===== src/verilog/classifier_pkg.sv =====
package classifier_pkg;

	// the PIO bus carries 32-bit addresses and 32-bit data words.
	localparam int PIO_NBITS = 32;

	// address bits 13 and 12 choose the table, the rest of the upper bits are ignored.
	localparam int MEM_SEL_LSB = 12;

	localparam logic [1:0] FLOW_TABLE_SEL  = 2'd1; // flow hash table.
	localparam logic [1:0] TOPIC_TABLE_SEL = 2'd2; // topic hash table.
	// codes 0 and 3 decode to nothing and are answered by the fallback timer.

	// both tables hold 256 words, addressed by bits 7 down to 0.
	// the xor fold of the keys produces exactly this many buckets.
	localparam int INDEX_BITS = 8;

	// flow view of a table word.
	// the tag is the upper 24 bits of the flow key, since the low byte
	// is already implied by the bucket it lands in.
	typedef struct packed {
		logic        valid;    // entry is in use.
		logic [23:0] tag;      // flow key bits 31..8.
		logic [6:0]  class_id; // class reported on a hit.
	} flow_entry_t;

	// topic view of a table word.
	// a topic key is only 16 bits, so one byte of tag is enough.
	typedef struct packed {
		logic        valid;    // entry is in use.
		logic [7:0]  tag;      // topic key bits 15..8.
		logic [6:0]  reserved; // written as zero by the host.
		logic [15:0] mask;     // subscriber mask reported on a hit.
	} topic_entry_t;

	// one 32-bit table word seen either as a flow entry, a topic entry or raw bits.
	// the valid flag sits at bit 31 in both views.
	typedef union packed {
		flow_entry_t  flow;
		topic_entry_t topic;
		logic [31:0]  raw;
	} hash_entry_u;

endpackage

===== src/verilog/classifier_lookup.sv =====
module classifier_lookup (
	input  logic                                  clk,
	input  logic                                  reset,
	input  logic                                  key_valid,
	input  logic [31:0]                           flow_key,
	input  logic [15:0]                           topic_key,
	output logic [classifier_pkg::INDEX_BITS-1:0] flow_index,
	input  logic [classifier_pkg::PIO_NBITS-1:0]  flow_rdata,
	output logic [classifier_pkg::INDEX_BITS-1:0] topic_index,
	input  logic [classifier_pkg::PIO_NBITS-1:0]  topic_rdata,
	output logic                                  result_valid,
	output logic                                  flow_hit,
	output logic [6:0]                            flow_class,
	output logic                                  topic_hit,
	output logic [15:0]                           topic_mask
);

	// stage 1 state, riding next to the table read.
	logic        s1_valid;     // a key entered on the previous cycle.
	logic [23:0] s1_flow_tag;  // flow key bits 31..8.
	logic [7:0]  s1_topic_tag; // topic key bits 15..8.

	// table words seen through the shared union.
	classifier_pkg::hash_entry_u flow_entry;
	classifier_pkg::hash_entry_u topic_entry;

	logic flow_match;  // stage 2 compare result for the flow table.
	logic topic_match; // stage 2 compare result for the topic table.

	// the hash is an xor fold of the key bytes.
	// the index goes straight to the tables, whose lookup port registers it,
	// so the read is issued in the same cycle the key arrives.
	assign flow_index  = flow_key[31:24] ^ flow_key[23:16] ^ flow_key[15:8] ^ flow_key[7:0];
	assign topic_index = topic_key[15:8] ^ topic_key[7:0];

	// the tags are captured alongside so they line up with the returned word.
	always_ff @(posedge clk) begin
		s1_flow_tag  <= flow_key[31:8];
		s1_topic_tag <= topic_key[15:8];
	end

	assign flow_entry  = flow_rdata;  // only the flow view is read from here.
	assign topic_entry = topic_rdata; // and only the topic view from here.

	// a bucket holds one entry, so a hit needs the valid flag and an exact tag.
	assign flow_match = flow_entry.flow.valid &&
		(flow_entry.flow.tag == s1_flow_tag);
	assign topic_match = topic_entry.topic.valid &&
		(topic_entry.topic.tag == s1_topic_tag);

	// stage 2 registers the compare. results carry no reset since they only
	// mean something while result_valid is high.
	always_ff @(posedge clk) begin
		flow_hit  <= flow_match;
		topic_hit <= topic_match;
		// a miss reports zeros rather than whatever the bucket holds.
		flow_class <= flow_match ? flow_entry.flow.class_id : 7'd0;
		topic_mask <= topic_match ? topic_entry.topic.mask : 16'd0;
	end

	// the valid bit travels down the pipe with no stall, one key per cycle.
	always_ff @(posedge clk) begin
		if (reset) begin
			s1_valid     <= 1'b0;
			result_valid <= 1'b0;
		end else begin
			s1_valid     <= key_valid; // table read in flight.
			result_valid <= s1_valid;  // compare done.
		end
	end

	// a live key must land on words the clear walk has already defined.
	a_lookup_word_known : assert property (@(posedge clk) disable iff (reset)
		s1_valid |-> !$isunknown({flow_rdata, topic_rdata}));

endmodule


===== config.mk =====
export PLATFORM = sky130hd
export DESIGN_NAME = classifier_lookup
export DESIGN_NICKNAME = d
export VERILOG_FILES = /design/src/verilog/classifier_pkg.sv /design/src/verilog/classifier_lookup.sv
export SDC_FILE = /design/constraint.sdc
export NUM_CORES = 1
export LEC_CHECK = 0
export ABC_AREA = 1
export ABC_CLOCK_PERIOD_IN_PS = 1400
export BUFFER_PORTS_ARGS = -buffer_cell sky130_fd_sc_hd__buf_2
export CAP_MARGIN = 10
export CORE_MARGIN = 2
export CORE_UTILIZATION = 42
export DETAILED_ROUTE_END_ITERATION = 16
export PLACE_DENSITY = 0.81
export REMOVE_ABC_BUFFERS = 1
export SLEW_MARGIN = 20
export SYNTH_ARGS = -nofsm -noshare
export SYNTH_HDL_FRONTEND = slang
export SYNTH_SLANG_ARGS = --single-unit

===== constraint.sdc =====
create_clock -name clk -period 1.4 [get_ports clk]
set_clock_uncertainty 0.1 [all_clocks]
set_input_delay 0.14 -clock clk [delete_from_list [all_inputs] [get_ports clk]]
set_output_delay 0.14 -clock clk [all_outputs]
set_load 0.05 [all_outputs]

=== Word level (Yosys, flattened, before mapping) ===
Cells that the tools add are included.

* Magnitude comparators: 0
* Shift-type cells: 0
* Bitwise gates (word level): 4
* Reduce and logical (&&, ||, !) cells: 2
* Div/mod/pow operators: 0
* Multipliers: 0
* Add/sub/neg operators: 0
* Multiplexer cells: 0
* Eq/ne operators: 2

{| class="wikitable"
|+ Operators with widths
! operator !! number
|-
| $xor 8x8->8 || 4
|-
| $eq 24x24->1 || 1
|-
| $eq 8x8->1 || 1
|-
| $logic_and 1x1->1 || 2
|}

* Memories kept: 0
* Output and inout port bits: 42
* Bits in read-only memories: 0
* Latch bits: 0
* Input port bits: 115
* Memory bits (writable): 0
* Flip-flop bits (word level): 59

=== Logic depth before layout (Yosys ltp) ===
* Word-level depth: 3
* Mapped depth: 8
* Mapped depth without buffers: 8

=== Worst setup path after synthesis ===
Ideal clock, no wire load.

* Path type: input port to output port
* Start point: input port flow_key[8]
* End point: output port flow_index[0] (netlist name)
* Data arrival time: 1.117 ns
* Buffers on the path: 0
* Stages: 2
* Slack: 0.043 ns
* Cells stage by stage: xor2_1 > xnor2_1

* Word-level cells in the longest chain between the ends: 2

{| class="wikitable"
|+ RTL lines
! element !! RTL line !! RTL
|-
| from (decl) || classifier_lookup.sv:5 || <nowiki>input logic [31:0] flow_key,</nowiki>
|-
| $xor 8x8->8 (2 in a row) || classifier_lookup.sv:33 || <nowiki>assign flow_index = flow_key[31:24] ^ flow_key[23:16] ^ flow_key[15:8] ^ flow_key[7:0];</nowiki>
|-
| to (decl) || classifier_lookup.sv:7 || <nowiki>output logic [classifier_pkg::INDEX_BITS-1:0] flow_index,</nowiki>
|}

Every way passes these cells.

=== Worst setup path after layout ===
* Start point: register s1_flow_tag[2]
* End point: register flow_class[0]

* Word-level cells in the longest chain between the ends: 2

{| class="wikitable"
|+ RTL lines
! element !! RTL line !! RTL
|-
| from (decl) || classifier_lookup.sv:20 || <nowiki>logic [23:0] s1_flow_tag;</nowiki>
|-
| from (signal assigned) || classifier_lookup.sv:38 || <nowiki>s1_flow_tag <= flow_key[31:8];</nowiki>
|-
| $eq 24x24->1 || classifier_lookup.sv:47 || <nowiki>(flow_entry.flow.tag == s1_flow_tag);</nowiki>
|-
| $logic_and 1x1->1 || classifier_lookup.sv:46 || <nowiki>assign flow_match = flow_entry.flow.valid &&</nowiki>
|-
| to (signal assigned) || classifier_lookup.sv:57 || <nowiki>flow_class <= flow_match ? flow_entry.flow.class_id : 7'd0;</nowiki>
|-
| to (decl) || classifier_lookup.sv:13 || <nowiki>output logic [6:0] flow_class,</nowiki>
|}

Every way passes these cells.
A chain may end at the register's enable or synchronous reset.

==> results by group <==
Synth
  – Synth Register Bits: 59
  – Synthesized area per cell: 8.25 µm²
  – Yosys Warn Count: 0
  – Seq/Total Area, Yosys: 48.2%
  – Top area cells in the synthesized netlist: dfxtp_1 48%, inv_1 11%, nand2_1 11%
  – Mapped Cells: 297
  – Top cell type's share of synthesized area: 48.2%
  – Mapped Area: 2450 µm²
  – Largest area contributor in the netlist: dfxtp_1
  – Unique masters post-synth: 19

Final layout
  – Fraction of layout cells with a size suffix above 1: 37.8%
  – ANT cells: 0
  – Filler cell count: 411
  – Layout area overhead: 69.6%
  – # nets final: 628

Power
  – Power Total: 4.98 mW
  – Pwr Density: 1200 nW/µm²
  – P_leak: 2.28 nW
  – Worst IR Drop VDD: 1.06 mV

Clocking
  – Clock sinks: 59
  – H-tree depth: 3
  – CTS buffer count: 9
  – Post-CTS setup buffers: 0
  – Longest Clk Path Bufs: 2
  – Clock-pin transition on the worst setup and hold timing paths: 70 ps
  – Root Buffer: clkbuf_8
  – Worst-skew pair later-pin latency: 330 ps
  – TritonCTS clock tree: yes

Placed design
  – DPL Wire Length: 4460 µm
  – Placement Setup Slack: 141 ps
  – Buffers on Ports: 149
  – Placer Congestion: 0.755

GRT
  – Largest net degree at the start of global routing: 18
  – GRT Total Usage: 23.0%
  – Vias in the first global route: 2751
  – First-pass GRT wire length: 11200 µm
  – Total congestion overflow: 0
  – Antenna violations before repair: 0

Detailed routing
  – Post-route DRC: 0
  – Routed wire per std cell: 12.1 µm
  – Detailed-route via count: 2556
  – Vias per cell: 4.33
  – Antenna Nets Post-Route: 0
  – WL final: 7160 µm
  – Iteration-0 DRC Markers: 33
  – 1st-pass router iterations: 4

Floorplanning
  – Initial Util: 44.0%
  – Ports: 157
  – Row cnt: 27
  – Die width: 80.4 µm
  – Core region area: 5570 µm²
  – Die Ht: 80.4 µm
  – Die Area: 6460 µm²

Timing
  – Worst Slack Setup Final: 131 ps
  – Crit share post-route: 90.6%
  – Slew of the pin with the lowest slew margin: 274 ps
  – Crit path time final: 1270 ps
  – Slew Viols, Final: 0
  – Setup violators final: 0
  – RSZ-0062 raised after global routing: yes
  – Slew HR: 81.7%
  – Peak Freq: 0.788 GHz
  – Fin. Hold Viols: 0

Setup path
  – Reg2Reg Depth: 8
  – CP Max Fanout: 8
  – Crit Path Class: reg2reg
  – Req. time, crit path: 1550 ps
  – Setup slack, reg-to-reg: 130 ps
  – Startpoint Class: register
  – WP data arrival: 1420 ps
  – CP endpoint kind: register

Job
  – MaxCap Viol Count: 0

Status
  – Status: complete, no violations

Worst hold path
  – Min-delay worst type: in2reg
  – Hold Crit Depth: 4
-- cell usage after synthesis --
master	n
inv_1	72
nand2_1	70
dfxtp_1	59
xnor2_1	19
nor2_1	17
xor2_1	17
nor3_2	16
nor3_1	7
nor2_2	6
buf_6	2
nand3_4	2
o21ai_1	2
o22ai_1	2
a21oi_2	1
nand2_2	1
nand3_2	1
o211ai_1	1
o21ai_0	1
or2_0	1
-- power by group --
| group | leakage [nW] | internal [mW] | total (mW) | switching [mW] |
|---|---|---|---|---|
| combinational | 1.64 | 0.389 | 0.944 | 0.554 |
| sequential | 0.488 | 1.73 | 1.76 | 0.0244 |
| clock | 0.147 | 1.60 | 2.28 | 0.685 |
| total | 2.28 | 3.72 | 4.98 | 1.26 |
-- worst max-delay path, cell delays in order, from the launching register on --
cell,delay (ps)
dfxtp_1,340
inv_1,40
nand2_1,60
nand2_1,50
inv_1,40
nand2_1,50
nor2_2,130
nand3_4,170
nor3_2,200
-- flip-flops by register name, indices dropped and copies added (netlist names) --
signal        cells
s1_flow_tag      24
topic_mask       16
topic_hit         1
s1_valid          1
flow_class        7
result_valid      1
s1_topic_tag      8
flow_hit          1
-- path summary, 6_finish.rpt --
path	to	start
max reg2reg	flow_class[0]	s1_flow_tag[2]
max	flow_class[0]	s1_flow_tag[2]
min reg2reg	result_valid	s1_valid
min	topic_hit	topic_rdata[30]
-- layer usage --
metal	vias to the layer above	part of all wire (%)	track usage, %
met5	-	0	0
met1	1137	35	20.1
met2	114	55	46.3
li1	1292	-	-
met3	13	8.4	7.42
met4	0	1.7	10.2
-- through the flow --
step / instance area [µm²] / setup TNS, ps / util [%] / hold WS (ps) / instances
4_1_cts: 4140 / 0 / 74.2 / 171 / 590
6_report: 4150 / 0 / 74.5 / 187 / 590
5_1_grt: 4150 / -7.44 / 74.5 / 207 / 590
2_1_floorplan: 2430 / 0 / - / 67.7 / 295
3_5_place_dp: 3270 / 0 / 58.7 / 168 / 517
3_3_place_gp: 3270 / 0 / 58.7 / 166 / 517
-- cells by family after synthesis --
| group | after synthesis | share of synthesized area, % |
|---|---|---|
| buffers and inverters | 74 | 12.0 |
| XOR/XNOR | 36 | 12.9 |
| AO/OA/AOI/OAI | 7 | 1.79 |
| AND/OR/NAND/NOR | 121 | 25.2 |
| flip-flops | 59 | 48.2 |
-- area by class of cell --
class                           count  area (µm²)  area share [%]
Multi-Input combinational cell    164         990            23.8
Tap cell                           72        90.1            2.17
Clock inverter                      6         159            3.83
Timing Repair Buffer              207        1320            31.9
Inverter                           72         270            6.51
Clock buffer                       10         138            3.31
Sequential cell                    59        1180            28.5
-- cell usage in the layout (no fill, tap or decap), drive strengths merged --
cell	n
bufinv	5
clkbuf	10
o22ai	2
inv	73
o21ai	3
or2	1
a21oi	1
dfxtp	59
xnor2	19
nand2	71
buf	150
o211ai	1
nor3	23
nand3	3
dlygate4sd3	57
xor2	17
nor2	23
-- timing repair --
item | CTS | global route
gates resized for setup | 0 | 5
hold buffers | 57 | 0
hold endpoints to repair | 57 | 0
setup endpoints to repair | 0 | 7
Power figures use the tool's default switching activity.
