<file path="src/verilog/classifier_pkg.sv">
package classifier_pkg;

	// the PIO bus carries 32-bit addresses and 32-bit data words.
	localparam int PIO_NBITS = 32;

	// address bits 13 and 12 choose the table, the rest of the upper bits are ignored.
	localparam int MEM_SEL_LSB = 12;

	localparam logic [1:0] FLOW_TABLE_SEL  = 2'd1; // flow hash table.
	localparam logic [1:0] TOPIC_TABLE_SEL = 2'd2; // topic hash table.
	// codes 0 and 3 decode to nothing and are answered by the fallback timer.

	// both tables hold 256 words, addressed by bits 7 down to 0.
	// the xor fold of the keys produces exactly this many buckets.
	localparam int INDEX_BITS = 8;

	// flow view of a table word.
	// the tag is the upper 24 bits of the flow key, since the low byte
	// is already implied by the bucket it lands in.
	typedef struct packed {
		logic        valid;    // entry is in use.
		logic [23:0] tag;      // flow key bits 31..8.
		logic [6:0]  class_id; // class reported on a hit.
	} flow_entry_t;

	// topic view of a table word.
	// a topic key is only 16 bits, so one byte of tag is enough.
	typedef struct packed {
		logic        valid;    // entry is in use.
		logic [7:0]  tag;      // topic key bits 15..8.
		logic [6:0]  reserved; // written as zero by the host.
		logic [15:0] mask;     // subscriber mask reported on a hit.
	} topic_entry_t;

	// one 32-bit table word seen either as a flow entry, a topic entry or raw bits.
	// the valid flag sits at bit 31 in both views.
	typedef union packed {
		flow_entry_t  flow;
		topic_entry_t topic;
		logic [31:0]  raw;
	} hash_entry_u;

endpackage
</file>
<file path="src/verilog/classifier_pio.sv">
module classifier_pio (
	input  logic                                 clk,
	input  logic                                 reset,
	input  logic                                 clk_div,
	input  logic                                 reg_wr,
	input  logic                                 reg_rd,
	input  logic [classifier_pkg::PIO_NBITS-1:0] reg_addr,
	input  logic                                 flow_hash_table_mem_ack,
	input  logic [classifier_pkg::PIO_NBITS-1:0] flow_hash_table_mem_rdata,
	input  logic                                 topic_hash_table_mem_ack,
	input  logic [classifier_pkg::PIO_NBITS-1:0] topic_hash_table_mem_rdata,
	output logic                                 reg_ms_flow_hash_table,
	output logic                                 reg_ms_topic_hash_table,
	output logic                                 pio_ack,
	output logic                                 pio_rvalid,
	output logic [classifier_pkg::PIO_NBITS-1:0] pio_rdata
);

	logic [1:0] table_sel;     // select field taken from the address.
	logic       n_pio_ack;     // ack of whatever the address points at.
	logic       n_pio_rvalid;  // high when the address maps to a table.
	logic       none_pending;  // an access was seen and no strobe has passed yet.
	logic       none_ack;      // fallback acknowledge for unmapped addresses.

	assign table_sel = reg_addr[classifier_pkg::MEM_SEL_LSB +: 2];

	// the decode is purely combinational, so the table select follows the
	// address and is already valid on the cycle the rd or wr pulse arrives.
	always_comb begin
		n_pio_ack               = none_ack; // unmapped codes fall back to the timer.
		n_pio_rvalid            = 1'b0;
		pio_rdata               = '0;       // unmapped reads return zero.
		reg_ms_flow_hash_table  = 1'b0;
		reg_ms_topic_hash_table = 1'b0;
		case (table_sel)
			classifier_pkg::FLOW_TABLE_SEL: begin
				n_pio_ack              = flow_hash_table_mem_ack;
				n_pio_rvalid           = 1'b1;
				pio_rdata              = flow_hash_table_mem_rdata;
				reg_ms_flow_hash_table = 1'b1;
			end
			classifier_pkg::TOPIC_TABLE_SEL: begin
				n_pio_ack               = topic_hash_table_mem_ack;
				n_pio_rvalid            = 1'b1;
				pio_rdata               = topic_hash_table_mem_rdata;
				reg_ms_topic_hash_table = 1'b1;
			end
			default: begin
				n_pio_ack = none_ack;
			end
		endcase
	end

	// ack and rvalid only move on clk_div strobes, so the host sees them
	// in the slow clock domain and each stays up for one full strobe period.
	always_ff @(posedge clk) begin
		if (reset) begin
			pio_ack      <= 1'b0;
			pio_rvalid   <= 1'b0;
			none_pending <= 1'b0;
			none_ack     <= 1'b0;
		end else begin
			if (clk_div) begin
				pio_ack    <= n_pio_ack;    // sample the selected ack on the strobe.
				pio_rvalid <= n_pio_rvalid; // rvalid moves together with it.
			end
			// a new pulse wins over the strobe so it is never lost.
			if (reg_rd || reg_wr)
				none_pending <= 1'b1;
			else if (clk_div)
				none_pending <= 1'b0;
			if (clk_div)
				none_ack <= none_pending; // one strobe of delay before it acks.
		end
	end

	// the table ack and the fallback flag both drop on the strobe that raised
	// pio_ack, so the ack is gone again after one strobe period.
	a_ack_one_period : assert property (@(posedge clk) disable iff (reset)
		clk_div && pio_ack |=> !pio_ack);

endmodule

</file>
<file path="config.mk">
export PLATFORM = sky130hd
export DESIGN_NAME = classifier_pio
export DESIGN_NICKNAME = d
export VERILOG_FILES = /design/src/verilog/classifier_pkg.sv /design/src/verilog/classifier_pio.sv
export SDC_FILE = /design/constraint.sdc
export NUM_CORES = 1
export LEC_CHECK = 0
export BUFFER_PORTS_ARGS = -buffer_cell sky130_fd_sc_hd__buf_2
export CAP_MARGIN = 20
export CELL_PAD_IN_SITES_DETAIL_PLACEMENT = 1
export CELL_PAD_IN_SITES_GLOBAL_PLACEMENT = 1
export CORE_ASPECT_RATIO = 1.25
export CORE_MARGIN = 2
export CORE_UTILIZATION = 19
export DETAILED_ROUTE_END_ITERATION = 8
export GPL_TIMING_DRIVEN = 0
export PLACE_DENSITY_LB_ADDON = 0.05
export SETUP_SLACK_MARGIN = 0.5
export SLEW_MARGIN = 10
export SYNTH_ARGS = -nofsm -noshare
export SYNTH_HDL_FRONTEND = slang
export SYNTH_SLANG_ARGS = --single-unit
export TNS_END_PERCENT = 100
</file>
<file path="constraint.sdc">
create_clock -name clk -period 1.5 [get_ports clk]
set_input_delay 0.15 -clock clk [delete_from_list [all_inputs] [get_ports clk]]
set_output_delay 0.15 -clock clk [all_outputs]
set_load 0.03 [all_outputs]
</file>
# Word-level counts from Yosys, hierarchy flattened
# Cells that the tools add are included.
# totals
reg_bits,4
latch_bits,0
mem_bits_rw,0
mem_bits_ro,0
in_bits,103
out_inout_bits,36
mem_count,0
# classes
addsub,0
n_mul,0
div,0
order_cmp,0
n_eq_ne,2
shift,0
n_mux,7
n_bitwise,0
reduce_logical,3
# ops
cell,n
32-bit one-hot mux with 2 select lines,1
1-bit two-way mux,5
"2-bit by 1-bit == test with 1-bit output, second input constant",1
"2-bit == test, second input constant",1
1-bit one-hot mux with 2 select lines,1
2-bit nonzero test,1
2-bit OR reduction,1
1-bit logical OR,1

# Depth between registers and ports, before layout
# depth
depth_word,3
depth_mapped,6
mapped_depth_nobuf,4

# Worst setup path after synthesis
# No wires, ideal clock.
# synth_path
kind,input to output
startpoint,input reg_addr[13] (netlist bit)
endpoint,output pio_rdata[27] (netlist bit)
t_arrival_ns,1.256
required_time_ns,1.350
slack_ns,0.094
cell_stages,5
path_buffers,1
cell_sequence,inv_1 -> ha_1 -> buf_2 -> a22oi_1 -> nor2_1
# synth_via
elab_chain_len,2
word_cells_on_any_way,3
# synth_rtl
item,line_no,rtl
"start, declared",classifier_pio.sv:7,"input logic [classifier_pkg::PIO_NBITS-1:0] reg_addr,"
2-bit == test / 2-bit by 1-bit == test with 1-bit output (equally long branches),classifier_pio.sv:35,case (table_sel)
32-bit one-hot mux with 2 select lines *,classifier_pio.sv:35,
"end, declared",classifier_pio.sv:16,output logic [classifier_pkg::PIO_NBITS-1:0] pio_rdata
# Mark *: on every way between the ends. The rest lies on a longest branch, timed or not.

# Final worst setup path
# layout_path
startpoint,input reg_addr[13] (netlist bit)
endpoint,output pio_rdata[11] (netlist bit)
# Same word-level chain as after synthesis.

==> key figures <==
Status
  • Status: finished, final reports clean

Detailed routing
  • Via density: 4.47
  • Drt total wl: 3.72 mm
  • Wire per inst: 13.8 µm
  • Via count: 1202
  • Number of DRC violations after detailed-routing iteration 0: 24
  • DRC viols: 0
  • Antenna Violating Nets Remaining: 0
  • Detailed Routing Iterations Pass 1: 2

Synthesis
  • Number of synthesized register bits: 4
  • Mapped Nets: 202
  • Area leader, netlist: sky130_fd_sc_hd__a22oi_2
  • Share of synthesized registers carrying an async set or reset: 0
  • Top cells by area, synth: sky130_fd_sc_hd__a22oi_2 42%, sky130_fd_sc_hd__nor2_2 21%, sky130_fd_sc_hd__dfxtp_1 9.0%, sky130_fd_sc_hd__buf_6 8.8%, sky130_fd_sc_hd__ha_1 4.2%
  • EDFF count, synth: 0
  • Number of different library cells in the post-synthesis netlist: 17
  • Proportion of netlist area held by the largest area contributor: 0.421
  • Post-synthesis sequential area ratio: 0.0898
  • Post-synthesis instance area: 892 µm²
  • Commonest register cell after synthesis: sky130_fd_sc_hd__dfxtp_1
  • Synthesis Warnings: 0
  • Post-synthesis cell count: 96
  • List of most frequent post-synthesis cells: 30 x sky130_fd_sc_hd__a22oi_2, 30 x sky130_fd_sc_hd__nor2_2, 7 x sky130_fd_sc_hd__buf_6
  • Post-Synthesis Mean Instance Area: 9.29 µm²

Layout
  • Fraction of final layout cells sized beyond drive strength 1: 0.929
  • Layout Area Growth over Synthesis: 140%
  • Final design area excluding fillers: 2140 µm²
  • Final layout net count: 319
  • Number of inserted diodes: 0

Clock network
  • Deepest clock path buffer count: 2
  • Clock Latency Late Sink: 220 ps
  • TritonCTS Buffers: 3
  • Clock-pin slew reported for the worst setup and hold paths after clock tree synthesis: 30 ps
  • Root Buffer: sky130_fd_sc_hd__clkbuf_8
  • H-tree levels: 1
  • Cts hold-fix bufs: 0
  • CTS tree: done
  • Number of sinks driven by the clock tree: 4

Global route
  • Residual overflow from global routing: 0
  • Antenna violations before repair: 0
  • GRT Total Usage: 0.135
  • Wire length of the first global-routing pass: 5.64 mm
  • Maximum number of pins on one net before global-route repair: 11
  • Vias in the first global route: 1254

Critical path
  • Cell Chain, Critical Path: buf_12, inv_12, ha_4, buf_8, buf_12, a22oi_2, nor2_4, buf_6
  • Biggest fanout along the worst timing path: 10
  • Slowest-stage cell, CP: sky130_fd_sc_hd__a22oi_2
  • Worst path most repeated cell: sky130_fd_sc_hd__buf_12
  • CP peak stage delay: 200 ps
  • Critical Path AT: 1110 ps
  • Kind of start point of the critical path: input port
  • Required time at the endpoint of the critical path: 1350 ps
  • Gate family responsible for the most delay along the worst path: buffers and inverters
  • CP bufs+invs: 5
  • Crit Path Class: input port to output pin
  • Type of destination of the critical path: output pin

Floorplanning
  • Die outline height: 80.6 µm
  • I/O pin count: 139
  • Effective utilization at floorplan: 0.200
  • Area of the placeable core: 4460 µm²
  • Placement row count: 27
  • Floorplan die area: 5260 µm²
  • X dimension of the die: 65.3 µm

STA
  • Final period utilization: 0.841
  • Clock skew after layout: 2.56 ps
  • Sum of negative setup slack: 0 ps
  • Unrepaired setup endpoints after global routing: true
  • Maximum clock frequency: 792 MHz
  • Actual transition at the worst max-transition pin: 217 ps
  • Worst slew slack as a fraction of its limit: 0.856
  • Final Hold Violating Endpoints: 0
  • Final critical delay including setup and external delays: 1260 ps
  • Final Slew Violations: 0
  • Total of endpoints with negative setup slack in the final report: 0

Power and ir drop
  • Pleak: 0.882 nW
  • Part of the total power dissipated in combinational logic: 0.690
  • Switch Pwr: 473 µW
  • Pwr per Cell Area: 530 nW/µm²
  • Part of the power in the clock network: 0.205
  • Worst IR Drop VDD: 0.415 mV
  • Internal portion of total power: 661 µW
  • Part of the total power dissipated in sequential elements: 0.105
  • Proportion of total power due to net switching: 0.417

Placed design
  • Gp weighted congestion: 0.673
  • Total of buffers placed on input and output ports: 108
  • Total cell area at the placement stage: 1770 µm²
  • HPWL Detailed: 3.00 mm

Run
  • Number of max-capacitance violations reported: 0

Hold path
  • Worst min-delay path class: input port to flip-flop
-- logic make-up after synthesis --
kind of cell	share of synthesized area
mux	0.0112
fa+ha+maj	0.0421
flops	0.0898
compound gates	0.482
simple gates	0.255
buf+inv	0.119
-- layout by cell type, fill, tap and decap left out, types with 2 or more instances in the layout --
cell / synthesis / routed
sky130_fd_sc_hd__dfxtp_1: 4 / 4
sky130_fd_sc_hd__buf_6: 7 / 30
sky130_fd_sc_hd__nor2_1: 5 / 3
sky130_fd_sc_hd__buf_16: 0 / 2
sky130_fd_sc_hd__buf_2: 4 / 73
sky130_fd_sc_hd__clkbuf_8: 0 / 3
sky130_fd_sc_hd__a22oi_2: 30 / 32
sky130_fd_sc_hd__nor2_4: 0 / 30
sky130_fd_sc_hd__buf_8: 0 / 3
sky130_fd_sc_hd__buf_12: 0 / 8
sky130_fd_sc_hd__nor2_2: 30 / 2
sky130_fd_sc_hd__ha_4: 0 / 3
sky130_fd_sc_hd__buf_4: 0 / 7
-- final cells by class --
cell class                      count  area [µm²]
Buffer                             11         196
Clock buffer                        3        41.3
Fill cell                         517        2320
Inverter                            2        22.5
Multi-Input combinational cell     79         908
Sequential cell                     4        80.1
Tap cell                           58        72.6
Timing Repair Buffer              112         820
-- sequential cells by signal (all words and copies together), names as in the netlist --
| signal | cells |
|---|---|
| none_ack | 1 |
| pio_ack | 1 |
| none_pending | 1 |
| pio_rvalid | 1 |
-- stage by stage --
stage | std cells | util | worst slack [ps] | hold slack, ps | power (mW)
4_1_cts | 268 | 0.459 | 216 | 140 | 1.12
2_1_floorplan | 96 | - | 431 | 219 | 0.576
5_1_grt | 269 | 0.480 | 190 | 140 | 1.20
6_report | 269 | 0.480 | 238 | 140 | 1.13
3_3_place_gp | 262 | 0.398 | 103 | 356 | 0.764
3_5_place_dp | 262 | 0.398 | 75.6 | 367 | 0.783
-- worst register-to-register path: stages, from the launching register on --
cell                       delay (ps)
sky130_fd_sc_hd__dfxtp_1          310
sky130_fd_sc_hd__and3b_1          180
sky130_fd_sc_hd__a211oi_2         200
-- routing by layer --
metal | global-route usage | routed length [µm] | vias to the layer above
li1 | - | - | 585
met1 | 0.135 | 1190 | 556
met2 | 0.284 | 2260 | 59
met3 | 0.0210 | 249 | 2
met4 | 0.0250 | 18 | 0
met5 | 0 | 0 | -
-- power by group through the flow --
stage | logic [mW] | registers, mW | clock network [mW]
2_1_floorplan | 0.447 | 0.129 | 0
3_3_place_gp | 0.644 | 0.120 | 0
3_5_place_dp | 0.662 | 0.120 | 0
4_1_cts | 0.760 | 0.119 | 0.237
5_1_grt | 0.829 | 0.120 | 0.246
6_report | 0.782 | 0.119 | 0.233
-- what timing repair did --
item                                    CTS  global route
resized for setup                        55            31
endpoints found under the setup margin   33            33
setup buffers                             1             1
hold endpoints to repair                  0             0
pin swaps                                10            19
cloned                                    2             0
-- path summary, 6_finish.rpt --
path | start | endpoint | slack, ps | cells after the start
min reg2reg | pio_rvalid | pio_rvalid | 480 | 2
min | reset | none_ack | 140 | 2
max | reg_addr[13] | pio_rdata[11] | 240 | 8
max reg2reg | none_ack | pio_ack | 730 | 2
Power figures use the tool's default switching activity.
